## config.mk

```make
export PLATFORM = sky130hd
export DESIGN_NAME = tx_top
export DESIGN_NICKNAME = d
export VERILOG_FILES = /design/src/tx_pkg.sv /design/src/nibble_unpacker.sv /design/src/frame_gen.sv /design/src/diff_encoder.sv /design/src/bpsk_mapper.sv /design/src/tx_top.sv
export SDC_FILE = /design/constraint.sdc
export NUM_CORES = 1
export LEC_CHECK = 0
export BUFFER_PORTS_ARGS = -buffer_cell sky130_fd_sc_hd__clkbuf_2
export CAP_MARGIN = 15
export CORE_MARGIN = 2
export CORE_UTILIZATION = 61
export CTS_BUF_LIST = sky130_fd_sc_hd__clkbuf_4 sky130_fd_sc_hd__clkbuf_8
export CTS_CLUSTER_DIAMETER = 100
export DETAILED_ROUTE_END_ITERATION = 7
export GPL_TIMING_DRIVEN = 0
export MAX_ROUTING_LAYER = met4
export PLACE_DENSITY = 0.88
export SYNTH_ARGS = -nofsm -noshare
export SYNTH_HDL_FRONTEND = slang
export SYNTH_SLANG_ARGS = --single-unit
```

## constraint.sdc

```tcl
create_clock -name clk_c -period 2.2 [get_ports clk_c]
set_input_delay 0.44 -clock clk_c [delete_from_list [all_inputs] [get_ports clk_c]]
set_output_delay 0.44 -clock clk_c [all_outputs]
set_load 0.05 [all_outputs]
```

## src/tx_pkg.sv

```systemverilog
`default_nettype none

package tx_pkg;

	// frame generator states, in transmit order
	typedef enum logic [1:0] {
		BIT_SYNC   = 2'd0,	// preamble ones and closing zero
		PK_HEADER  = 2'd1,	// packet header zeros
		HMM_INFO   = 2'd2,	// four information bits d3..d6
		HMM_PARITY = 2'd3	// three parity bits d0..d2
	} frame_state_t;

	localparam int SYNC_ONES     = 10;	// preamble ones before the zero
	localparam int HEADER_LEN    = 7;	// header zeros
	localparam int DEF_CODEWORDS = 128;	// codewords per frame by default

	localparam int SAMPLE_W        = 8;	// signed carrier sample
	localparam int SAMPLES_PER_BIT = 8;	// one carrier period per bit
	localparam int PHASE_W         = $clog2(SAMPLES_PER_BIT);

	// one sine period, peak 127
	localparam logic signed [SAMPLE_W-1:0] CARRIER_TABLE [SAMPLES_PER_BIT] = '{
		8'sd0,
		8'sd90,
		8'sd127,
		8'sd90,
		8'sd0,
		-8'sd90,
		-8'sd127,
		-8'sd90
	};

endpackage

`default_nettype wire

```

## src/nibble_unpacker.sv

```systemverilog
`timescale 1ns/1ps
`default_nettype none

module nibble_unpacker (
	input  wire logic       clk_c,
	input  wire logic       rst_n,
	input  wire logic       byte_req,	// four-phase request from host
	input  wire logic [7:0] byte_data,
	output logic            byte_ack,
	output logic            info,		// current bit, lsb first
	output logic            info_valid,	// a full nibble is waiting
	input  wire logic       ready_info	// consume one bit
);

	typedef enum logic {
		ACK_IDLE = 1'b0,	// waiting for req
		ACK_HIGH = 1'b1		// ack raised, waiting for req to drop
	} ack_state_t;

	ack_state_t ack_state;
	logic [7:0] shift_buf;	// unread bits sit at the bottom
	logic [3:0] bit_cnt;	// 0..8 unread bits
	logic       capture;
	logic       shift;

	// a new byte only when ack is low and every bit has been read
	assign capture = (ack_state == ACK_IDLE) && byte_req && (bit_cnt == 4'd0);
	assign shift   = ready_info && (bit_cnt != 4'd0);

	always_ff @(posedge clk_c or negedge rst_n) begin
		if (!rst_n) begin
			ack_state <= ACK_IDLE;
		end else begin
			case (ack_state)
				ACK_IDLE: begin
					if (capture)
						ack_state <= ACK_HIGH;
				end
				ACK_HIGH: begin
					if (!byte_req)
						ack_state <= ACK_IDLE;	// ack falls, handshake done
				end
				default: ack_state <= ACK_IDLE;
			endcase
		end
	end

	always_ff @(posedge clk_c or negedge rst_n) begin
		if (!rst_n) begin
			bit_cnt <= 4'd0;
		end else if (capture) begin
			bit_cnt <= 4'd8;
		end else if (shift) begin
			bit_cnt <= bit_cnt - 4'd1;
		end
	end

	always_ff @(posedge clk_c) begin
		if (capture)
			shift_buf <= byte_data;
		else if (shift)
			shift_buf <= {1'b0, shift_buf[7:1]};	// next bit down to lsb
	end

	assign byte_ack   = (ack_state == ACK_HIGH);
	assign info       = shift_buf[0];
	assign info_valid = (bit_cnt >= 4'd4);

endmodule

`default_nettype wire

```

## src/frame_gen.sv

```systemverilog
`timescale 1ns/1ps
`default_nettype none

module frame_gen #(
	parameter int CODEWORDS_PER_FRAME = tx_pkg::DEF_CODEWORDS
) (
	input  wire logic clk_c,
	input  wire logic rst_n,
	input  wire logic info,
	input  wire logic info_valid,
	output logic      ready_info,
	output logic      seq_s,
	output logic      flag_seq_s,	// seq_s holds a bit
	input  wire logic seq_ready
);

	import tx_pkg::*;

	localparam int CW_W = (CODEWORDS_PER_FRAME > 1) ? $clog2(CODEWORDS_PER_FRAME) : 1;

	localparam logic [3:0]      SYNC_LAST   = 4'(SYNC_ONES);	// the closing zero
	localparam logic [3:0]      HEADER_LAST = 4'(HEADER_LEN - 1);
	localparam logic [3:0]      INFO_LAST   = 4'd3;
	localparam logic [3:0]      PARITY_LAST = 4'd2;
	localparam logic [CW_W-1:0] CW_LAST     = CW_W'(CODEWORDS_PER_FRAME - 1);

	frame_state_t    state;
	logic [3:0]      bit_cnt;	// position inside the current state
	logic [CW_W-1:0] cw_cnt;	// codeword within the frame
	logic            d3, d4, d5, d6;
	logic            d0, d1, d2;
	logic            load_en;	// output register free this cycle
	logic            bit_avail;
	logic            next_bit;
	logic            take;		// next bit moves into the output register

	// parity from the captured information bits
	assign d2 = d6 ^ d5 ^ d4;
	assign d1 = d6 ^ d5 ^ d3;
	assign d0 = d6 ^ d4 ^ d3;

	assign load_en = !flag_seq_s || seq_ready;

	always_comb begin
		next_bit  = 1'b0;
		bit_avail = 1'b1;
		case (state)
			BIT_SYNC:  next_bit = (bit_cnt != SYNC_LAST);
			PK_HEADER: next_bit = 1'b0;
			HMM_INFO: begin
				next_bit  = info;
				bit_avail = (bit_cnt != 4'd0) || info_valid;	// wait for a whole nibble
			end
			HMM_PARITY: begin
				case (bit_cnt)
					4'd0:    next_bit = d0;
					4'd1:    next_bit = d1;
					default: next_bit = d2;
				endcase
			end
			default: bit_avail = 1'b0;
		endcase
	end

	assign take       = load_en && bit_avail;
	assign ready_info = (state == HMM_INFO) && take;

	always_ff @(posedge clk_c or negedge rst_n) begin
		if (!rst_n) begin
			state   <= BIT_SYNC;
			bit_cnt <= 4'd0;
			cw_cnt  <= '0;
		end else if (take) begin
			bit_cnt <= bit_cnt + 4'd1;
			case (state)
				BIT_SYNC: begin
					if (bit_cnt == SYNC_LAST) begin
						state   <= PK_HEADER;
						bit_cnt <= 4'd0;
					end
				end
				PK_HEADER: begin
					if (bit_cnt == HEADER_LAST) begin
						state   <= HMM_INFO;
						bit_cnt <= 4'd0;
					end
				end
				HMM_INFO: begin
					if (bit_cnt == INFO_LAST) begin
						state   <= HMM_PARITY;
						bit_cnt <= 4'd0;
					end
				end
				HMM_PARITY: begin
					if (bit_cnt == PARITY_LAST) begin
						bit_cnt <= 4'd0;
						if (cw_cnt == CW_LAST) begin
							state  <= PK_HEADER;	// next frame, no new preamble
							cw_cnt <= '0;
						end else begin
							state  <= HMM_INFO;
							cw_cnt <= cw_cnt + 1'b1;
						end
					end
				end
				default: state <= BIT_SYNC;
			endcase
		end
	end

	// capture d3..d6 as they go out
	always_ff @(posedge clk_c) begin
		if (ready_info) begin
			case (bit_cnt)
				4'd0:    d3 <= info;
				4'd1:    d4 <= info;
				4'd2:    d5 <= info;
				default: d6 <= info;
			endcase
		end
	end

	always_ff @(posedge clk_c or negedge rst_n) begin
		if (!rst_n)
			flag_seq_s <= 1'b0;
		else if (load_en)
			flag_seq_s <= bit_avail;	// drops while waiting for a nibble
	end

	always_ff @(posedge clk_c) begin
		if (take)
			seq_s <= next_bit;
	end

endmodule

`default_nettype wire

```

## src/diff_encoder.sv

```systemverilog
`timescale 1ns/1ps
`default_nettype none

module diff_encoder (
	input  wire logic clk_c,
	input  wire logic rst_n,
	input  wire logic seq_s,
	input  wire logic flag_seq_s,
	output logic      seq_ready,
	output logic      enc_bit,		// also the previous encoded bit
	output logic      enc_valid,
	input  wire logic enc_ready
);

	logic take_in;

	// free when empty or being drained this cycle
	assign seq_ready = !enc_valid || enc_ready;
	assign take_in   = flag_seq_s && seq_ready;

	always_ff @(posedge clk_c or negedge rst_n) begin
		if (!rst_n) begin
			enc_bit   <= 1'b0;	// reference level for the first bit
			enc_valid <= 1'b0;
		end else if (take_in) begin
			enc_bit   <= seq_s ^ enc_bit;
			enc_valid <= 1'b1;
		end else if (enc_ready) begin
			enc_valid <= 1'b0;	// bit taken, nothing new
		end
	end

endmodule

`default_nettype wire

```

## src/bpsk_mapper.sv

```systemverilog
`timescale 1ns/1ps
`default_nettype none

module bpsk_mapper (
	input  wire logic                        clk_c,
	input  wire logic                        rst_n,
	input  wire logic                        enc_bit,
	input  wire logic                        enc_valid,
	output logic                             enc_ready,
	output logic signed [tx_pkg::SAMPLE_W-1:0] sample,
	output logic                             sample_valid
);

	import tx_pkg::*;

	localparam logic [PHASE_W-1:0] PHASE_LAST = PHASE_W'(SAMPLES_PER_BIT - 1);

	logic               busy;	// a bit is being played out
	logic               bit_r;
	logic [PHASE_W-1:0] phase;	// index into the carrier table
	logic               take;
	logic               last_phase;

	assign last_phase = (phase == PHASE_LAST);

	// next bit goes in on the last sample, so no gap between bits
	assign enc_ready = !busy || last_phase;
	assign take      = enc_valid && enc_ready;

	always_ff @(posedge clk_c or negedge rst_n) begin
		if (!rst_n) begin
			busy  <= 1'b0;
			phase <= '0;
		end else if (take) begin
			busy  <= 1'b1;
			phase <= '0;
		end else if (busy) begin
			if (last_phase)
				busy <= 1'b0;	// nothing queued, pause output
			else
				phase <= phase + 1'b1;
		end
	end

	always_ff @(posedge clk_c) begin
		if (take)
			bit_r <= enc_bit;
	end

	// a zero bit sends the carrier inverted
	always_comb begin
		if (bit_r)
			sample = CARRIER_TABLE[phase];
		else
			sample = -CARRIER_TABLE[phase];
	end

	assign sample_valid = busy;

endmodule

`default_nettype wire

```

## src/tx_top.sv

```systemverilog
`timescale 1ns/1ps
`default_nettype none

module tx_top #(
	parameter int CODEWORDS_PER_FRAME = tx_pkg::DEF_CODEWORDS
) (
	input  wire logic                          clk_c,
	input  wire logic                          rst_n,
	input  wire logic                          byte_req,
	input  wire logic [7:0]                    byte_data,
	output logic                               byte_ack,
	output logic signed [tx_pkg::SAMPLE_W-1:0] sample,
	output logic                               sample_valid
);

	logic info;
	logic info_valid;
	logic ready_info;
	logic seq_s;
	logic flag_seq_s;
	logic seq_ready;
	logic enc_bit;
	logic enc_valid;
	logic enc_ready;

	nibble_unpacker u_unpacker (
		.clk_c      (clk_c),
		.rst_n      (rst_n),
		.byte_req   (byte_req),
		.byte_data  (byte_data),
		.byte_ack   (byte_ack),
		.info       (info),
		.info_valid (info_valid),
		.ready_info (ready_info)
	);

	frame_gen #(
		.CODEWORDS_PER_FRAME (CODEWORDS_PER_FRAME)
	) u_frame_gen (
		.clk_c      (clk_c),
		.rst_n      (rst_n),
		.info       (info),
		.info_valid (info_valid),
		.ready_info (ready_info),
		.seq_s      (seq_s),
		.flag_seq_s (flag_seq_s),
		.seq_ready  (seq_ready)
	);

	diff_encoder u_diff_enc (
		.clk_c      (clk_c),
		.rst_n      (rst_n),
		.seq_s      (seq_s),
		.flag_seq_s (flag_seq_s),
		.seq_ready  (seq_ready),
		.enc_bit    (enc_bit),
		.enc_valid  (enc_valid),
		.enc_ready  (enc_ready)
	);

	bpsk_mapper u_mapper (
		.clk_c        (clk_c),
		.rst_n        (rst_n),
		.enc_bit      (enc_bit),
		.enc_valid    (enc_valid),
		.enc_ready    (enc_ready),
		.sample       (sample),
		.sample_valid (sample_valid)
	);

endmodule

`default_nettype wire

```

==> results.py <==
metrics = {
    "route": {
        "avgRoutedWirePerCell_um": 16.7,
        "first_pass_iters": 4,
        "final_antenna_net_count": 0,
        "drt_iter0_markers": 125,
        "drcViolationCount": 0,
        "viasPerCell": 5.96,
        "vias": 1819,
        "routed_wl_mm": 5.10,
    },
    "placement": {
        "routabilityCongestion": 0.897,
        "detailed_place_hpwl_mm": 3.00,
        "port_buffers": 20,
        "dpl_cell_area_um2": 2450,
        "place_inst": 286,
        "post-place-ws_ns": -0.0449,
    },
    "floorplanning": {
        "die-area_um2": 4250,
        "start_util": 0.629,
        "rows": 22,
        "core_um2": 3630,
        "ios": 21,
        "die_h_um": 65.2,
        "die_w_um": 65.2,
    },
    "run": {
        "drv_cap": 0,
    },
    "sta": {
        "final-setup-viol-count": 4,
        "min_period_ns": 2.35,
        "setup_ws_ns": -0.153,
        "hold_violations": 0,
        "worst_slew_pin_slew_ns": 0.649,
        "fin_setup_tns_ns": -0.384,
        "post-route-period-util": 1.07,
        "relSlewSlack": 0.567,
        "max_freq_ghz": 0.425,
        "slew_viol_final": 0,
        "fin_skew_ns": 0.00928,
        "rsz0062_at_grt": "yes",
    },
    "cts": {
        "htree_levels": 2,
        "clock_sinks": 39,
        "cts_max_path_buffers": 2,
        "cts_tree": "done",
        "root_buffer": "clkbuf_8",
        "clkTransAtPathRegs_ns": 0.08,
        "cts_made_buffers": 5,
        "insertion_delay_ns": 0.29,
    },
    "status": {
        "violations": "setup timing",
        "status": "finished, violations left",
    },
    "finish": {
        "insertedDiodeCount": 0,
        "syn_to_final_growth_pct": 23.8,
        "fin_area_um2": 2830,
        "fillCellCount": 229,
        "stdcell_count": 305,
        "fin_nets": 279,
        "drive_above_1_share": 0.304,
    },
    "global_routing": {
        "grt_pass1_vias": 1780,
        "gr-usage-all-layers": 0.244,
        "overflow": 0,
        "grt_pass1_wl_mm": 7.67,
        "grt_max_degree": 26,
        "antenna_found_initial": 0,
    },
    "critical_path": {
        "cp-start-kind": "register",
        "critPathKind": "reg2reg",
        "path_max_fanout": 6,
        "crit_required_ns": 2.38,
        "crit_path_max_incr_delay_ns": 0.51,
        "end_kind": "register",
        "critical_path.cell_chain": "buf_4 -> ha_1 -> ha_2 -> and4b_4 -> buf_6 -> a31o_4 -> or4b_4 -> a22o_1",
        "ff2ff_path_depth": 8,
        "critical_path_arrival_ns": 2.53,
        "crit_slowest_cell": "or4b_4",
    },
    "power_and_ir_drop": {
        "p_comb_frac": 0.013,
        "p_switching_mw": 0.269,
        "p_int_mw": 1.09,
        "netSwitchingFraction": 0.198,
        "sequentialPowerShare": 0.549,
        "p_leak_nw": 1.18,
        "clockPowerShare": 0.437,
        "ir_worst_vdd_v": 0.000556,
        "powerDensity_nw_per_um2": 481,
    },
    "yosys": {
        "synth-seq-area-share": 0.458,
        "ys_top_cells_by_area": "dfrtp_1, edfxtp_1, ha_1, mux2_2, nand2_1",
        "synth-edff-count": 14,
        "synth_top_cell_by_area": "dfrtp_1",
        "ys_warn_count": 0,
        "ys.flop_type": "dfrtp_1",
        "async_reset_ff_frac": 0.641,
        "synth_most_common_cell": "dfrtp_1",
        "synth_common_cells": "dfrtp_1, nand2_1, edfxtp_1",
        "synth.top_cell.area_share": 0.274,
        "synthDistinctLibCells": 50,
        "synthCells": 218,
        "syn_area_per_cell_um2": 10.5,
        "syn_area_um2": 2290,
        "ys_ff_latch": 39,
        "synth.net_count": 241,
    },
    "worst_hold_path": {
        "hold_class": "in2async",
    },
}
[cells by family after synthesis]
logic type,count (synthesis),synth area share
and+or+nand+nor,77,0.194
AOI/OAI and AO/OA,42,0.129
muxes,15,0.0706
adders and majority gates,12,0.0657
DFF,39,0.458
xor gates and xnor gates,10,0.0383
buffers and inverters,23,0.0443
[state kept, by name (all words and copies together), names as in the netlist, 2 cells and up]
signal                count
u_unpacker.shift_buf      8
u_unpacker.bit_cnt        4
u_frame_gen.cw_cnt        7
u_mapper.phase            3
u_frame_gen.state         2
u_frame_gen.bit_cnt       4
[critical path, delay by kind of cell, from the launching register on]
kind	cells	cell delay [ns]
AND/OR/NAND/NOR	2	0.71
flip-flops	1	0.44
AO/OA/AOI/OAI	2	0.43
adder cells (fa/ha/maj)	2	0.36
buffers and inverters	2	0.28
[area by class of cell]
cell class,count,area (um2),share of cell area
multi-input combinational,156,1240,0.437
sequential,39,1050,0.370
timing repair buffer,32,274,0.0968
clock buffer,5,68.8,0.0243
tap,48,60.1,0.0212
buffer,10,51.3,0.0181
inverter,12,47.5,0.0168
clock inverter,3,43.8,0.0155
[power by group through the flow]
stage	Combinational, mW	Clock [mW]	Sequential [mW]
after floorplan	0.000719	0	0.763
after global placement	0.0181	0	0.763
after detailed placement	0.0186	0	0.763
after CTS	0.0188	0.600	0.747
after global routing	0.0212	0.633	0.747
final	0.0181	0.595	0.748
[what timing repair did]
action | CTS | global route
hold buffers | 0 | 0
gates cloned | 0 | 0
gates resized for setup | 27 | 25
buffers inserted | 8 | 4
setup endpoints to repair | 15 | 22
pin swaps | 6 | 4
[cells in the final DEF, fill, tap and decap left out, types with 3 or more instances in the layout]
cell type / netlist / routed
nor2b_1: 6 / 5
nor2_1: 8 / 7
a21oi_1: 6 / 5
nor3_1: 5 / 5
dfrtp_1: 25 / 24
buf_2: 3 / 4
nand4_1: 4 / 4
o21ai_0: 12 / 10
and3_1: 4 / 3
buf_4: 1 / 9
mux2i_1: 6 / 6
nand3_1: 6 / 6
inv_1: 12 / 10
clkbuf_8: 0 / 6
nand2_1: 19 / 18
nand2b_1: 6 / 6
nor3b_1: 5 / 4
xnor2_1: 8 / 8
o31ai_1: 3 / 3
clkbuf_2: 0 / 14
mux2_2: 9 / 9
edfxtp_1: 14 / 14
ha_4: 0 / 3
clkbuf_1: 6 / 4
buf_6: 1 / 5
ha_1: 12 / 8
[routing by layer]
| metal | share of wire | track usage | routed length (um) |
|---|---|---|---|
| met5 | 0 | - | 0 |
| met1 | 0.41 | 0.277 | 2080 |
| met4 | 0.020 | 0.112 | 104 |
| met2 | 0.53 | 0.420 | 2700 |
| met3 | 0.041 | 0.0462 | 209 |
[stage by stage]
stage / power [mW] / hold WS (ns) / utilization
after floorplan: 0.764 / 0.144 / -
after global placement: 0.781 / 0.453 / 0.675
after detailed placement: 0.781 / 0.463 / 0.675
after CTS: 1.37 / 0.174 / 0.751
after global routing: 1.40 / 0.201 / 0.779
final: 1.36 / 0.158 / 0.779
[final timing paths]
path / from / to / slack (ns)
worst max-delay path: u_mapper.phase[1] / u_frame_gen.state[0] / -0.15
worst min-delay path: rst_n / u_mapper.phase[1] / 0.16
worst max register to register: u_mapper.phase[1] / u_frame_gen.state[0] / -0.15
worst min register to register: u_frame_gen.cw_cnt[5] / u_frame_gen.cw_cnt[5] / 0.48
max in group asynchronous: rst_n / u_mapper.phase[0] / 1.59
min in group clk_c: byte_req / u_unpacker.byte_ack / 0.43
No activity file was read; power rests on OpenSTA's default activity.
